[src/hdl/rv_decode_pkg.sv]
// RV32I decoder shared types
// Instruction fields, classes and stage controls

package rv_decode_pkg;

    localparam int REG_ADDR_W_MAX = 5; // Full register index width

    // Base opcodes
    localparam logic [6:0] OPC_LUI    = 7'b0110111;
    localparam logic [6:0] OPC_AUIPC  = 7'b0010111;
    localparam logic [6:0] OPC_JAL    = 7'b1101111;
    localparam logic [6:0] OPC_JALR   = 7'b1100111;
    localparam logic [6:0] OPC_BRANCH = 7'b1100011;
    localparam logic [6:0] OPC_LOAD   = 7'b0000011;
    localparam logic [6:0] OPC_STORE  = 7'b0100011;
    localparam logic [6:0] OPC_OPIMM  = 7'b0010011;
    localparam logic [6:0] OPC_OP     = 7'b0110011;

    typedef struct packed {
        logic [6:0]                funct7;
        logic [REG_ADDR_W_MAX-1:0] rs2;
        logic [REG_ADDR_W_MAX-1:0] rs1;
        logic [2:0]                funct3;
        logic [REG_ADDR_W_MAX-1:0] rd;
        logic [6:0]                opcode;
    } instr_fields_t;

    typedef enum logic [3:0] {
        OP,
        OPIMM,
        LOAD,
        STORE,
        AUIPC,
        BRANCH,
        JAL,
        JALR,
        LUI,
        ILLEGAL
    } opclass_e;

    typedef enum logic {ALU_A_RS1, ALU_A_PC} alu_a_e;
    typedef enum logic {ALU_B_RS2, ALU_B_IMM} alu_b_e;
    typedef enum logic [1:0] {WB_ALU, WB_IMM, WB_MEM, WB_NPC} wb_src_e;
    typedef enum logic [1:0] {PC_NPC, PC_JALR_TARGET, PC_PC_REL, PC_BRANCH_COND} pc_src_e;

    typedef struct packed {
        logic                      enable;
        logic [REG_ADDR_W_MAX-1:0] rs1;
        logic [REG_ADDR_W_MAX-1:0] rs2;
    } rf_read_t;

    typedef struct packed {
        logic       enable;
        logic       branch;
        logic       alt;    // SUB or SRA/SRAI
        logic [2:0] op;     // funct3, 0 is add
    } alu_ctrl_t;

    typedef struct packed {
        logic       enable;
        logic       store;
        logic [2:0] width; // funct3 size code
    } mem_ctrl_t;

    typedef struct packed {
        logic                      enable;
        logic [REG_ADDR_W_MAX-1:0] rd;
    } wb_ctrl_t;

    typedef struct packed {
        alu_a_e  alu_a;
        alu_b_e  alu_b;
        wb_src_e wb_src;
        pc_src_e pc_src;
    } mux_sel_t;

endpackage

[src/hdl/opcode_classifier.sv]
// Opcode to instruction class

`timescale 1ns/1ps

module opcode_classifier (
    input  rv_decode_pkg::instr_fields_t instr,
    output rv_decode_pkg::opclass_e      opclass
);

    always_comb begin
        case (instr.opcode)
            rv_decode_pkg::OPC_LUI:    opclass = rv_decode_pkg::LUI;
            rv_decode_pkg::OPC_AUIPC:  opclass = rv_decode_pkg::AUIPC;
            rv_decode_pkg::OPC_JAL:    opclass = rv_decode_pkg::JAL;
            rv_decode_pkg::OPC_JALR:   opclass = rv_decode_pkg::JALR;
            rv_decode_pkg::OPC_BRANCH: opclass = rv_decode_pkg::BRANCH;
            rv_decode_pkg::OPC_LOAD:   opclass = rv_decode_pkg::LOAD;
            rv_decode_pkg::OPC_STORE:  opclass = rv_decode_pkg::STORE;
            rv_decode_pkg::OPC_OPIMM:  opclass = rv_decode_pkg::OPIMM;
            rv_decode_pkg::OPC_OP:     opclass = rv_decode_pkg::OP;
            default:                   opclass = rv_decode_pkg::ILLEGAL; // SYSTEM, FENCE too
        endcase

        // Compressed space never maps to a base class
        if (instr.opcode[1:0] != 2'b11) begin
            assert (opclass == rv_decode_pkg::ILLEGAL)
                else $error("opcode %b classified as %s", instr.opcode, opclass.name());
        end
    end

endmodule

[src/hdl/field_validator.sv]
// Field legality check and fault register

`timescale 1ns/1ps

module field_validator #(
    parameter int REG_ADDR_W = 4
) (
    input  logic                         clk,
    input  logic                         rst,
    input  rv_decode_pkg::instr_fields_t instr,
    input  rv_decode_pkg::opclass_e      opclass,
    output logic                         fault
);

    logic bad_class;
    logic bad_funct3;
    logic bad_funct7;
    logic bad_reg;
    logic uses_rs1;
    logic uses_rs2;
    logic uses_rd;
    logic rs1_oor;
    logic rs2_oor;
    logic rd_oor;

    // Index not below 2**REG_ADDR_W
    assign rs1_oor = (32'(instr.rs1) >> REG_ADDR_W) != 0;
    assign rs2_oor = (32'(instr.rs2) >> REG_ADDR_W) != 0;
    assign rd_oor  = (32'(instr.rd) >> REG_ADDR_W) != 0;

    always_comb begin
        bad_class  = 1'b0;
        bad_funct3 = 1'b0;
        bad_funct7 = 1'b0;
        uses_rs1   = 1'b0;
        uses_rs2   = 1'b0;
        uses_rd    = 1'b1;
        case (opclass)
            rv_decode_pkg::STORE: begin
                bad_funct3 = instr.funct3 > 3'd2;
                uses_rs1   = 1'b1;
                uses_rs2   = 1'b1;
                uses_rd    = 1'b0;
            end
            rv_decode_pkg::LOAD: begin
                bad_funct3 = instr.funct3 inside {3'd3, 3'd6, 3'd7};
                uses_rs1   = 1'b1;
            end
            rv_decode_pkg::BRANCH: begin
                bad_funct3 = instr.funct3 inside {3'd2, 3'd3};
                uses_rs1   = 1'b1;
                uses_rs2   = 1'b1;
                uses_rd    = 1'b0;
            end
            rv_decode_pkg::JALR: begin
                bad_funct3 = instr.funct3 != 3'd0;
                uses_rs1   = 1'b1;
            end
            rv_decode_pkg::OP: begin
                // Only SUB and SRA take the alternate encoding
                bad_funct7 = !(instr.funct7 == 7'h00 ||
                               (instr.funct7 == 7'h20 && instr.funct3 inside {3'd0, 3'd5}));
                uses_rs1   = 1'b1;
                uses_rs2   = 1'b1;
            end
            rv_decode_pkg::OPIMM: begin
                if (instr.funct3 == 3'd1) begin
                    bad_funct7 = instr.funct7 != 7'h00; // SLLI
                end else if (instr.funct3 == 3'd5) begin
                    bad_funct7 = !(instr.funct7 inside {7'h00, 7'h20}); // SRLI, SRAI
                end
                uses_rs1 = 1'b1;
            end
            rv_decode_pkg::ILLEGAL: bad_class = 1'b1;
            default: ;                                  // LUI, AUIPC, JAL
        endcase
    end

    assign bad_reg = (uses_rs1 && rs1_oor) || (uses_rs2 && rs2_oor) || (uses_rd && rd_oor);

    always_ff @(posedge clk) begin
        if (rst) begin
            fault <= 1'b0;
        end else begin
            fault <= bad_class || bad_funct3 || bad_funct7 || bad_reg;
        end
    end

    // Unknown opcode must surface as a fault on the next cycle
    illegal_faults: assert property (@(posedge clk) disable iff (rst)
        opclass == rv_decode_pkg::ILLEGAL |=> fault)
        else $error("illegal class without fault");

endmodule

[src/hdl/imm_generator.sv]
// Immediate assembly per instruction format

`timescale 1ns/1ps

module imm_generator (
    input  logic                         clk,
    input  logic                         rst,
    input  rv_decode_pkg::instr_fields_t instr,
    input  rv_decode_pkg::opclass_e      opclass,
    output logic [31:0]                  imm
);

    logic [31:0] w;
    logic [31:0] imm_next;

    assign w = instr;

    always_comb begin
        case (opclass)
            rv_decode_pkg::LUI,
            rv_decode_pkg::AUIPC: begin
                imm_next = {w[31:12], 12'b0};                                   // U
            end
            rv_decode_pkg::JAL: begin
                imm_next = {{12{w[31]}}, w[19:12], w[20], w[30:21], 1'b0};      // J
            end
            rv_decode_pkg::BRANCH: begin
                imm_next = {{20{w[31]}}, w[7], w[30:25], w[11:8], 1'b0};        // B
            end
            rv_decode_pkg::STORE: begin
                imm_next = {{20{w[31]}}, w[31:25], w[11:7]};                    // S
            end
            default: begin
                imm_next = {{20{w[31]}}, w[31:20]};                             // I
            end
        endcase
    end

    always_ff @(posedge clk) begin
        if (rst) begin
            imm <= '0;
        end else begin
            imm <= imm_next;
        end
    end

endmodule

[src/hdl/microcode_encoder.sv]
// Per-stage control words and mux selects

`timescale 1ns/1ps

module microcode_encoder (
    input  logic                         clk,
    input  logic                         rst,
    input  rv_decode_pkg::instr_fields_t instr,
    input  rv_decode_pkg::opclass_e      opclass,
    output rv_decode_pkg::rf_read_t      rf_read,
    output rv_decode_pkg::alu_ctrl_t     alu_ctrl,
    output rv_decode_pkg::mem_ctrl_t     mem_ctrl,
    output rv_decode_pkg::wb_ctrl_t      wb_ctrl,
    output rv_decode_pkg::mux_sel_t      mux_sel
);

    rv_decode_pkg::rf_read_t  rf_read_next;
    rv_decode_pkg::alu_ctrl_t alu_ctrl_next;
    rv_decode_pkg::mem_ctrl_t mem_ctrl_next;
    rv_decode_pkg::wb_ctrl_t  wb_ctrl_next;
    rv_decode_pkg::mux_sel_t  mux_sel_next;
    logic                     is_op;
    logic                     is_opimm;
    logic                     alt_ok;

    assign is_op    = opclass == rv_decode_pkg::OP;
    assign is_opimm = opclass == rv_decode_pkg::OPIMM;
    // ADD/SUB, SRL/SRA and SRLI/SRAI carry funct7[5]
    assign alt_ok   = (is_op && instr.funct3 inside {3'd0, 3'd5}) ||
                      (is_opimm && instr.funct3 == 3'd5);

    always_comb begin
        rf_read_next.enable = opclass inside {rv_decode_pkg::JALR, rv_decode_pkg::BRANCH,
                                              rv_decode_pkg::LOAD, rv_decode_pkg::STORE,
                                              rv_decode_pkg::OP, rv_decode_pkg::OPIMM};
        rf_read_next.rs1    = instr.rs1;
        rf_read_next.rs2    = instr.rs2;

        alu_ctrl_next.enable = opclass inside {rv_decode_pkg::OP, rv_decode_pkg::OPIMM,
                                               rv_decode_pkg::BRANCH, rv_decode_pkg::LOAD,
                                               rv_decode_pkg::STORE, rv_decode_pkg::AUIPC,
                                               rv_decode_pkg::JALR};
        alu_ctrl_next.branch = opclass == rv_decode_pkg::BRANCH;
        alu_ctrl_next.alt    = alt_ok && instr.funct7[5];
        alu_ctrl_next.op     = (is_op || is_opimm || alu_ctrl_next.branch) ? instr.funct3 : 3'd0;

        mem_ctrl_next.enable = opclass inside {rv_decode_pkg::LOAD, rv_decode_pkg::STORE};
        mem_ctrl_next.store  = opclass == rv_decode_pkg::STORE;
        mem_ctrl_next.width  = instr.funct3;

        wb_ctrl_next.enable = !(opclass inside {rv_decode_pkg::STORE, rv_decode_pkg::BRANCH,
                                                rv_decode_pkg::ILLEGAL});
        wb_ctrl_next.rd     = instr.rd;

        mux_sel_next.alu_a = (opclass == rv_decode_pkg::AUIPC) ? rv_decode_pkg::ALU_A_PC
                                                               : rv_decode_pkg::ALU_A_RS1;
        mux_sel_next.alu_b = (is_op || alu_ctrl_next.branch) ? rv_decode_pkg::ALU_B_RS2
                                                             : rv_decode_pkg::ALU_B_IMM;
        case (opclass)
            rv_decode_pkg::LOAD: mux_sel_next.wb_src = rv_decode_pkg::WB_MEM;
            rv_decode_pkg::JAL,
            rv_decode_pkg::JALR: mux_sel_next.wb_src = rv_decode_pkg::WB_NPC; // Link address
            rv_decode_pkg::LUI:  mux_sel_next.wb_src = rv_decode_pkg::WB_IMM;
            default:             mux_sel_next.wb_src = rv_decode_pkg::WB_ALU;
        endcase
        case (opclass)
            rv_decode_pkg::JAL:    mux_sel_next.pc_src = rv_decode_pkg::PC_PC_REL;
            rv_decode_pkg::JALR:   mux_sel_next.pc_src = rv_decode_pkg::PC_JALR_TARGET;
            rv_decode_pkg::BRANCH: mux_sel_next.pc_src = rv_decode_pkg::PC_BRANCH_COND;
            default:               mux_sel_next.pc_src = rv_decode_pkg::PC_NPC;
        endcase
    end

    always_ff @(posedge clk) begin
        if (rst) begin
            rf_read  <= '0;
            alu_ctrl <= '0;
            mem_ctrl <= '0;
            wb_ctrl  <= '0;
            mux_sel  <= '0; // First value of every select
        end else begin
            rf_read  <= rf_read_next;
            alu_ctrl <= alu_ctrl_next;
            mem_ctrl <= mem_ctrl_next;
            wb_ctrl  <= wb_ctrl_next;
            mux_sel  <= mux_sel_next;
        end
    end

    // Memory access always needs the address adder
    mem_needs_alu: assert property (@(posedge clk) disable iff (rst)
        mem_ctrl.enable |-> alu_ctrl.enable)
        else $error("memory stage enabled without ALU");

endmodule

[src/hdl/rv_decode_top.sv]
// RV32I instruction decoder top

`timescale 1ns/1ps

module rv_decode_top #(
    parameter int REG_ADDR_W = 4
) (
    input  logic                         clk,
    input  logic                         rst,
    input  rv_decode_pkg::instr_fields_t instr,
    output logic [31:0]                  imm,
    output rv_decode_pkg::rf_read_t      rf_read,
    output rv_decode_pkg::alu_ctrl_t     alu_ctrl,
    output rv_decode_pkg::mem_ctrl_t     mem_ctrl,
    output rv_decode_pkg::wb_ctrl_t      wb_ctrl,
    output rv_decode_pkg::mux_sel_t      mux_sel,
    output logic                         fault
);

    rv_decode_pkg::opclass_e opclass;

    opcode_classifier u_classifier (
        .instr   (instr),
        .opclass (opclass)
    );

    field_validator #(
        .REG_ADDR_W (REG_ADDR_W)
    ) u_validator (
        .clk     (clk),
        .rst     (rst),
        .instr   (instr),
        .opclass (opclass),
        .fault   (fault)
    );

    imm_generator u_imm (
        .clk     (clk),
        .rst     (rst),
        .instr   (instr),
        .opclass (opclass),
        .imm     (imm)
    );

    microcode_encoder u_encoder (
        .clk      (clk),
        .rst      (rst),
        .instr    (instr),
        .opclass  (opclass),
        .rf_read  (rf_read),
        .alu_ctrl (alu_ctrl),
        .mem_ctrl (mem_ctrl),
        .wb_ctrl  (wb_ctrl),
        .mux_sel  (mux_sel)
    );

endmodule

[config.mk]
export PLATFORM = sky130hd
export DESIGN_NAME = rv_decode_top
export DESIGN_NICKNAME = d
export VERILOG_FILES = /design/src/hdl/rv_decode_pkg.sv /design/src/hdl/opcode_classifier.sv /design/src/hdl/field_validator.sv /design/src/hdl/imm_generator.sv /design/src/hdl/microcode_encoder.sv /design/src/hdl/rv_decode_top.sv
export SDC_FILE = /design/constraint.sdc
export NUM_CORES = 1
export LEC_CHECK = 0
export ABC_AREA = 1
export BUFFER_PORTS_ARGS = -buffer_cell sky130_fd_sc_hd__buf_2
export CAP_MARGIN = 20
export CORE_UTILIZATION = 35
export DETAILED_ROUTE_END_ITERATION = 7
export HOLD_SLACK_MARGIN = 0.05
export PLACE_DENSITY = 0.71
export SLEW_MARGIN = 30
export SYNTH_ARGS = -nofsm -noshare
export SYNTH_HDL_FRONTEND = slang
export SYNTH_SLANG_ARGS = --single-unit
export TNS_END_PERCENT = 1
[constraint.sdc]
create_clock -name clk -period 1.7 [get_ports clk]
set_input_delay 0.17 -clock clk [delete_from_list [all_inputs] [get_ports clk]]
set_output_delay 0.17 -clock clk [all_outputs]
set_load 0.02 [all_outputs]
==> impl_metrics.csv, run 1 <==
group,metric,value,unit
clock_tree,cts_buffer_depth,2,
finish,most-common-layout-cells,"100 x buf_2, 67 x dfxtp_1, 64 x nand2_1",
pwr,power_density,1126,nW/µm²
placed_design,port_buffers,100,
critical_path,critPathMaxFanout,13,
pwr,irDropWorstVdd,834.0,µV
min_path,min_path_type,"primary input to flip-flop",
global_route,antenna_found_initial,0,
critical_path,start_kind,"primary input",
yosys,synth.distinct_cells,30,
global_route,grt_overflow_total,0,
clock_tree,cts.clk_slew.worst_paths,70,ps
finish,diodes,0,
yosys,synth-simple-area-share,0.2664,
placed_design,place_congestion,0.8459,
clock_tree,hold_buffers,11,
route,drtIter0Drc,63,
route,vias,2129,
placed_design,dp_hpwl,4.275,mm
global_route,grt_pass1_wl,9.722,mm
yosys,syn_avg_cell_area,8.287,µm²
yosys,synth_adder_area_share,0,
yosys,syn_area,2287,µm²
yosys,synthCells,276,
critical_path,crit_arrival,1600,ps
yosys,ys_seq_elements,67,
yosys,synth_mux_area_frac,0,
yosys,synth_top_family_by_area,"simple AND/OR/NAND/NOR gates",
route,first_pass_iters,6,
placed_design,dp_cells,451,
timing,relSlewSlack,0.7072,
clock_tree,cts_buffers,9,
critical_path,critical_path_class,"primary input to flip-flop",
floorplanning,initial_core_util,0.3623,
timing,grt_setup_unrepaired,"false",
timing,tns,0,ps
route,via_per_inst,4.454,
yosys,synthXorXnorAreaFrac,0,
timing,max_freq,739.0,MHz
route,routedWlPerCell,12.11,µm
finish,nNetsFinal,430,
timing,setup-violations-final,0,
clock_tree,htreeDepth,3,
yosys,synth_top_area_frac,0.5864,
clock_tree,cts_tree,"done",
finish,final_common_cell,"buf_2",
timing,period_share,0.7960,
route,postRouteAntennaNets,0,
clock_tree,postCtsSetupRepairBufs,0,
pwr,finalPower,3.660,mW
yosys,synth-compound-area-share,0.07330,
yosys,yosys.area.top_type,"dfxtp_1",
clock_tree,cts_num_sinks,67,
finish,layout-drive-gt1-share,0.3566,
clock_tree,clockRootBuffer,"clkbuf_8",
yosys,syn-num-nets,310,
floorplanning,dieArea,6862,µm²
global_route,grt_max_degree,26,
global_route,first_global_vias,2078,
timing,period_minus_slack,1353,ps
floorplanning,dieHeight,82.84,µm
floorplanning,ios,101,
floorplanning,row_count,29,
timing,slew_viol_final,0,
status,status,"finished, final reports clean",
yosys,synth_area_leaders,"dfxtp_1 59%, nand2_1 11%, nor2_1 7.1%, inv_1 5.6%, o21ai_0 2.8%",
timing,worst_slew_pin_slew,438.7,ps
route,drcViolationCount,0,
floorplanning,die_w,82.84,µm
route,wl,5.788,mm
critical_path,end_kind,"flip-flop",
yosys,yosysSeqAreaShare,0.5864,
clock_tree,cts.repair.resized,0,
global_route,grt_use_total,0.1813,
finish,fin_util,0.5147,
finish,fin_cells,478,
timing,hold_violations,0,
critical_path,crit_required,1950,ps
finish,area_growth,42.07,%
flow_run,maxCapViolCount,0,
floorplanning,coreArea,6314,µm²
pwr,leakage,1.766,nW
yosys,ys_warn_count,0,
[through the flow]
stage / hold WS (ps) / instance area (µm²) / setup WS (ps)
after floorplan: 249.3 / 2287 / 368.9
after global placement: 402.3 / 2892 / 5.111
after detailed placement: 400.4 / 2892 / 17.96
after CTS: 54.01 / 3249 / 363.1
after global routing: 60.51 / 3249 / 234.8
final: 68.13 / 3249 / 346.7
[kinds of logic (layout without fill, tap and decap cells)]
family / count (synthesis) / count (layout)
compound gates: 29 / 29
flops: 67 / 67
buf+inv: 45 / 170
simple gates: 135 / 135
[final cells by class]
| class | count | area (µm²) |
|---|---|---|
| inverters | 39 | 146.4 |
| well taps | 77 | 96.34 |
| fillers | 610 | 3064 |
| clock inverters | 7 | 123.9 |
| repair buffers | 115 | 640.6 |
| multi-input cells | 164 | 777.0 |
| flip-flops and latches | 67 | 1341 |
| clock buffers | 9 | 123.9 |
[registers in the layout (all words and copies together), names as in the netlist]
register,count
u_imm.imm,32
u_encoder.rf_read,11
u_encoder.alu_ctrl,6
u_encoder.mux_sel,6
u_encoder.wb_ctrl,6
u_encoder.mem_ctrl,5
u_validator.fault,1
[layer usage]
metal | wire, µm | track usage | share of wire
met2 | 2823 | 0.3040 | 0.49
met4 | 72 | 0.06113 | 0.012
met3 | 359 | 0.06163 | 0.062
met1 | 2533 | 0.2168 | 0.44
met5 | 0 | 0 | 0
[where the power goes]
part / internal [mW] / total, mW / switching [mW]
combinational: 0.134 / 0.381 / 0.247
clock: 0.986 / 1.62 / 0.633
sequential: 1.64 / 1.66 / 0.0175
[worst max-delay path, cell delays in order]
cell	delay, ps
dlygate4sd3_1	560
buf_2	140
inv_1	330
nand2_1	170
a221oi_1	230
[worst paths after layout]
| kind | startpoint | end | slack, ps | depth (start not counted) |
|---|---|---|---|---|
| worst max-delay path | rst | u_encoder.alu_ctrl[3] | 350 | 5 |
| worst min-delay path | instr[4] | u_encoder.mem_ctrl[4] | 70 | 2 |
[synth_stat cells]
library cell / instances
a31oi_1: 1
nor2_4: 1
o31ai_1: 1
o21ai_0: 13
nand3_2: 3
nor4_1: 2
a21oi_1: 7
buf_1: 2
o21ai_2: 1
a211oi_1: 1
dfxtp_1: 67
a21oi_2: 1
nor2_2: 4
nand4_2: 1
nand3_4: 1
nor3_2: 1
a221oi_1: 1
nand4_1: 2
o21ai_1: 1
nand3_1: 3
nor3_1: 5
inv_1: 34
clkbuf_1: 4
nand2_4: 1
a22o_1: 1
o22ai_1: 1
nand2_1: 64
nand2_2: 4
nor2_1: 43
inv_2: 5
Note: power is estimated with default switching activity, not from simulation.
==> run 2, diff against run 1 <==
==> constraint.sdc (replaced) <==
create_clock -name clk -period 1.34 [get_ports clk]
set_input_delay 0.134 -clock clk [delete_from_list [all_inputs] [get_ports clk]]
set_output_delay 0.134 -clock clk [all_outputs]
set_load 0.02 [all_outputs]
==> run 2 against run 1 <==
Net effect: clock power is 5% higher; first-iteration DRC count is 46% higher; combinational power is 37% higher; highest routed layer unchanged; cell area is 6.5% higher; total power is 18% higher; worst setup slack worse by 200 ps; die area stayed put; largest power group unchanged; clock-buffer cell count is 3 higher.
==> impl_metrics.csv, run 2 (synthesized netlist as in run 1, its figures left out) <==
group,metric,value,unit
floorplanning,row_count,29,
critical_path,slowest_delay,270,ps
status,status,"finished, final reports clean",
finish,largest-register,"u_imm.imm",
placed_design,place_congestion,0.8726,
pwr,switching_power,1.085,mW
floorplanning,initial_core_util,0.3623,
route,drcViolationCount,0,
placed_design,dp_hpwl,4.555,mm
timing,max_freq,837.6,MHz
route,drtIter0Drc,92,
critical_path,crit_required,1560,ps
floorplanning,ios,101,
pwr,swShare,0.2507,
finish,reg_top3,"u_imm.imm: 32 flops, u_encoder.rf_read: 11 flops",
global_route,grt_overflow_total,0,
clock_tree,clockRootBuffer,"clkbuf_8",
finish,fin_util,0.5482,
critical_path,end_kind,"flip-flop",
clock_tree,cts_buffer_depth,2,
route,postRouteAntennaNets,0,
floorplanning,dieArea,6862,µm²
timing,worst_slew_pin_slew,437.3,ps
timing,slew_viol_final,0,
global_route,antenna_found_initial,0,
route,wl,6.107,mm
pwr,p_seq_frac,0.487,
critical_path,crit_arrival,1420,ps
finish,largest_register_ffs,32,
finish,most-common-layout-cells,"100 x buf_2, 67 x dfxtp_1, 64 x nand2_1",
route,routedWlPerCell,12.02,µm
floorplanning,coreArea,6314,µm²
critical_path,crit_top_cell,"nor2_2",
global_route,grt_use_total,0.1850,
timing,setup_slack,146.1,ps
pwr,combPwrFrac,0.121,
finish,layout-drive-gt1-share,0.3875,
timing,grt_setup_unrepaired,"false",
clock_tree,cts_tree,"done",
clock_tree,cts.clk_slew.worst_paths,70,ps
global_route,first_global_vias,2140,
global_route,grt_max_degree,15,
route,first_pass_iters,4,
finish,final_common_cell,"buf_2",
global_route,grt_pass1_wl,9.887,mm
critical_path,critPathBufInv,2,
critical_path,critical_path_class,"primary input to flip-flop",
pwr,p_clk_frac,0.392,
timing,tns,0,ps
clock_tree,htreeDepth,3,
finish,area_growth,51.31,%
pwr,internal-power,3.245,mW
finish,diodes,0,
pwr,finalPower,4.330,mW
route,vias,2216,
pwr,irDropWorstVdd,678.4,µV
pwr,power_density,1251,nW/µm²
critical_path,crit_slowest_cell,"a31oi_1",
critical_path,crit_chain,"buf_2, inv_2, nand3_2, nor2_4, nor2_2, nand4_2, nand2_2, nand3_4, nor2_2, a31oi_1, nor2_1",
timing,period_share,0.8910,
critical_path,critPathMaxFanout,5,
placed_design,port_buffers,100,
placed_design,place_ws,-257.6,ps
timing,setup-violations-final,0,
timing,relSlewSlack,0.7081,
clock_tree,cts_buffers,9,
pwr,leakage,1.897,nW
critical_path,start_kind,"primary input",
min_path,min_path_type,"primary input to flip-flop",
floorplanning,dieHeight,82.84,µm
timing,hold_violations,0,
timing,period_minus_slack,1194,ps
route,via_per_inst,4.362,
critical_path,cpLargestDelayFamily,"simple AND/OR/NAND/NOR gates",
clock_tree,cts_num_sinks,67,
finish,nNetsFinal,460,
flow_run,maxCapViolCount,0,
clock_tree,postCtsSetupRepairBufs,0,
floorplanning,die_w,82.84,µm
==> run 2: timing repair <==
item | CTS | global route
hold endpoints to repair | 16 | 0
hold buffers | 16 | 0
endpoints found under the setup margin | 0 | 1
gates resized for setup | 0 | 1
==> run 2: final timing paths <==
| path | slack, ps | from | cells after the start | to |
|---|---|---|---|---|
| setup / recovery | 150 | instr[4] | 11 | u_encoder.alu_ctrl[1] |
| hold / removal | 70 | rst | 2 | u_imm.imm[31] |
==> run 2: layout make-up <==
| cell class | count | area [µm²] |
|---|---|---|
| fillers | 613 | 2853 |
| flip-flops and latches | 67 | 1341 |
| clock buffers | 12 | 155.1 |
| well taps | 77 | 96.34 |
| repair buffers | 145 | 890.9 |
| multi-input cells | 164 | 782.0 |
| inverters | 39 | 146.4 |
| clock inverters | 4 | 48.80 |
==> run 2: metal layers <==
layer / global-route usage / vias up / part of all wire
met5: 0 / - / 0
met1: 0.2088 / 989 / 0.42
met2: 0.3189 / 65 / 0.51
met3: 0.06064 / 6 / 0.050
li1: - / 1156 / -
met4: 0.07837 / 0 / 0.012
==> run 2: per-stage QoR <==
stage	area [µm²]	hold WS, ps	cells
CTS	3456	52.56	508
global placement	3092	359.2	476
floorplan	2287	213.3	276
detailed placement	3092	362.6	476
global route	3461	58.45	508
finish	3461	65.74	508
==> run 2: power by group through the flow <==
stage | sequential, mW | clock, mW | combinational, mW
2_1_floorplan | 2.28 | 0 | 0.142
3_3_place_gp | 2.15 | 0 | 0.479
3_5_place_dp | 2.15 | 0 | 0.487
4_1_cts | 2.11 | 1.73 | 0.524
5_1_grt | 2.12 | 1.84 | 0.567
6_report | 2.11 | 1.70 | 0.523
==> run 3, diff against run 2 <==
--- a/config.mk
+++ b/config.mk
@@ -8,10 +8,10 @@
 export ABC_AREA = 1
 export BUFFER_PORTS_ARGS = -buffer_cell sky130_fd_sc_hd__buf_2
 export CAP_MARGIN = 20
-export CORE_UTILIZATION = 35
+export CORE_UTILIZATION = 40
 export DETAILED_ROUTE_END_ITERATION = 7
 export HOLD_SLACK_MARGIN = 0.05
-export PLACE_DENSITY = 0.71
+export PLACE_DENSITY = 0.78
 export SLEW_MARGIN = 30
 export SYNTH_ARGS = -nofsm -noshare
 export SYNTH_HDL_FRONTEND = slang
==> run 3 against run 2 <==
Net effect: critical endpoint is now u_imm.imm[1]; worst setup slack improved by 52 ps; highest routed layer unchanged; cell count fell by 0.59%; wire length fell by 3.9%; combinational power rose by 1%; via count rose by 2.4%.
==> impl_metrics.csv, run 3 (synthesized netlist as in run 1, its figures left out) <==
group,metric,value,unit
status,status,"finished, final reports clean",
finish,reg_top3,"u_imm.imm: 32 flops, u_encoder.rf_read: 11 flops",
clock_tree,cts_buffers,9,
placed_design,port_buffers,100,
min_path,holdPathStages,3,
route,drtIter0Drc,110,
route,vias,2270,
critical_path,crit_top_cell,"nand2_1",
floorplanning,initial_core_util,0.4154,
min_path,min_path_type,"primary input to flip-flop",
clock_tree,cts_buffer_depth,2,
pwr,switching_power,1.107,mW
timing,slew_viol_final,0,
clock_tree,clockRootBuffer,"clkbuf_8",
clock_tree,cts.clk_slew.worst_paths,70,ps
route,drcViolationCount,0,
global_route,grt_overflow_total,0,
timing,setup-violations-final,0,
pwr,power_density,1275,nW/µm²
timing,setup_slack,198.4,ps
route,top_layer,"met4",
finish,diodes,0,
critical_path,slowest_delay,200,ps
floorplanning,dieHeight,77.62,µm
timing,hold_violations,0,
route,wl,5.871,mm
finish,most-common-layout-cells,"100 x buf_2, 67 x dfxtp_1, 64 x nand2_1",
timing,grt_setup_unrepaired,"false",
min_path,hold_end,"u_encoder.rf_read[4]",
timing,worst_slew_pin_slew,430.3,ps
floorplanning,ios,101,
route,dr_wl_met3,322,µm
timing,relSlewSlack,0.7128,
floorplanning,die_w,77.62,µm
route,postRouteAntennaNets,0,
pwr,internal-power,3.334,mW
floorplanning,row_count,27,
critical_path,end_kind,"flip-flop",
global_route,grt_max_degree,15,
clock_tree,htreeDepth,3,
finish,n_fill_cell,469,
clock_tree,cts_num_sinks,67,
finish,fin_cells,505,
timing,period_share,0.8519,
route,routedWlPerCell,11.63,µm
flow_run,maxCapViolCount,0,
critical_path,crit_arrival,1420,ps
finish,design_area,3482,µm²
route,via_per_inst,4.495,
placed_design,place_ws,-142.5,ps
route,first_pass_iters,5,
finish,area_growth,52.24,%
timing,hold-worst-slack,66.60,ps
finish,layout-drive-gt1-share,0.3926,
finish,largest_register_ffs,32,
floorplanning,dieArea,6024,µm²
min_path,min-delay-start,"instr[24]",
critical_path,crit_required,1620,ps
clock_tree,cts_tree,"done",
pwr,finalPower,4.441,mW
clock_tree,postCtsSetupRepairBufs,0,
route,wl_met1,2.488,mm
placed_design,dp_cells,474,
finish,fin_util,0.6324,
pwr,leakage,1.909,nW
timing,period_minus_slack,1142,ps
route,dr_wl_met2,2.986,mm
timing,tns,0,ps
timing,max_freq,876.0,MHz
floorplanning,coreArea,5507,µm²
global_route,grt_pass1_wl,9.432,mm
placed_design,placed_cell_area,3108,µm²
clock_tree,cts.repair.resized,0,
critical_path,crit_chain,"buf_2, inv_1, nand3_2, nor2_1, nor2_2, nand4_2, nand2_2, nand3_4, nand2_4, o21ai_2, nand2_1, nand2_1",
finish,largest-register,"u_imm.imm",
pwr,irDropWorstVdd,711.2,µV
finish,nNetsFinal,463,
critical_path,start_kind,"primary input",
global_route,grt_use_total,0.2058,
critical_path,critical_path_class,"primary input to flip-flop",
pwr,p_seq_frac,0.474,
finish,final_common_cell,"buf_2",
pwr,combPwrFrac,0.119,
pwr,p_clk_frac,0.407,
critical_path,critPathMaxFanout,5,
global_route,antenna_found_initial,0,
pwr,swShare,0.2493,
placed_design,place_congestion,0.8128,
critical_path,crit_slowest_cell,"nor2_1",
global_route,first_global_vias,2093,
placed_design,dp_hpwl,4.357,mm
-- run 3: changes by cell type in the layout (fill, tap and decap cells not counted), sizes merged --
| cell | change |
|---|---|
| clkbuf | -3 |
| bufinv | +1 |
| buf | +3 |
| clkinvlp | +1 |
| clkinv | -1 |
| inv | +1 |
-- run 3: routing by layer --
layer	global-route usage	vias up
met2	0.3681	75
met4	0.07358	0
met3	0.06000	5
li1	-	1157
met1	0.2301	1033
met5	0	-
-- run 3: power groups by stage --
stage / registers, mW / logic [mW] / clock network, mW
4_1_cts: 2.11 / 0.528 / 1.84
6_report: 2.11 / 0.528 / 1.81
5_1_grt: 2.11 / 0.576 / 1.93
2_1_floorplan: 2.28 / 0.142 / 0
3_3_place_gp: 2.15 / 0.487 / 0
3_5_place_dp: 2.15 / 0.492 / 0
-- run 3: how the worst max path moves through the flow --
stage          startpoint            end  slack, ps  cells past startpoint
2_1_floorplan    instr[3]   u_imm.imm[0]         40                      9
6_report         instr[5]   u_imm.imm[1]        200                     12
5_1_grt          instr[4]  u_imm.imm[26]         50                      9
3_5_place_dp     instr[5]   u_imm.imm[1]       -140                     12
3_3_place_gp     instr[5]   u_imm.imm[3]       -150                     12
4_1_cts          instr[5]   u_imm.imm[1]        200                     12
-- run 3: what timing repair did --
item	in CTS	in global routing
setup endpoints to repair	0	0
hold endpoints to repair	16	0
hold buffers	16	0
-- run 3: layout make-up --
class | instances | area [µm²] | share of cell area
flip-flops and latches | 67 | 1341 | 0.3852
multi-input cells | 164 | 777.0 | 0.2231
clock inverters | 6 | 90.09 | 0.02587
well taps | 72 | 90.09 | 0.02587
inverters | 39 | 146.4 | 0.04204
repair buffers | 148 | 913.4 | 0.2623
clock buffers | 9 | 123.9 | 0.03557
-- run 3: worst max-delay path, delay by kind of cell --
family / cells / cell delay (ps)
AND/OR/NAND/NOR: 9 / 870
AO/OA/AOI/OAI: 1 / 190
buffers and inverters: 2 / 210
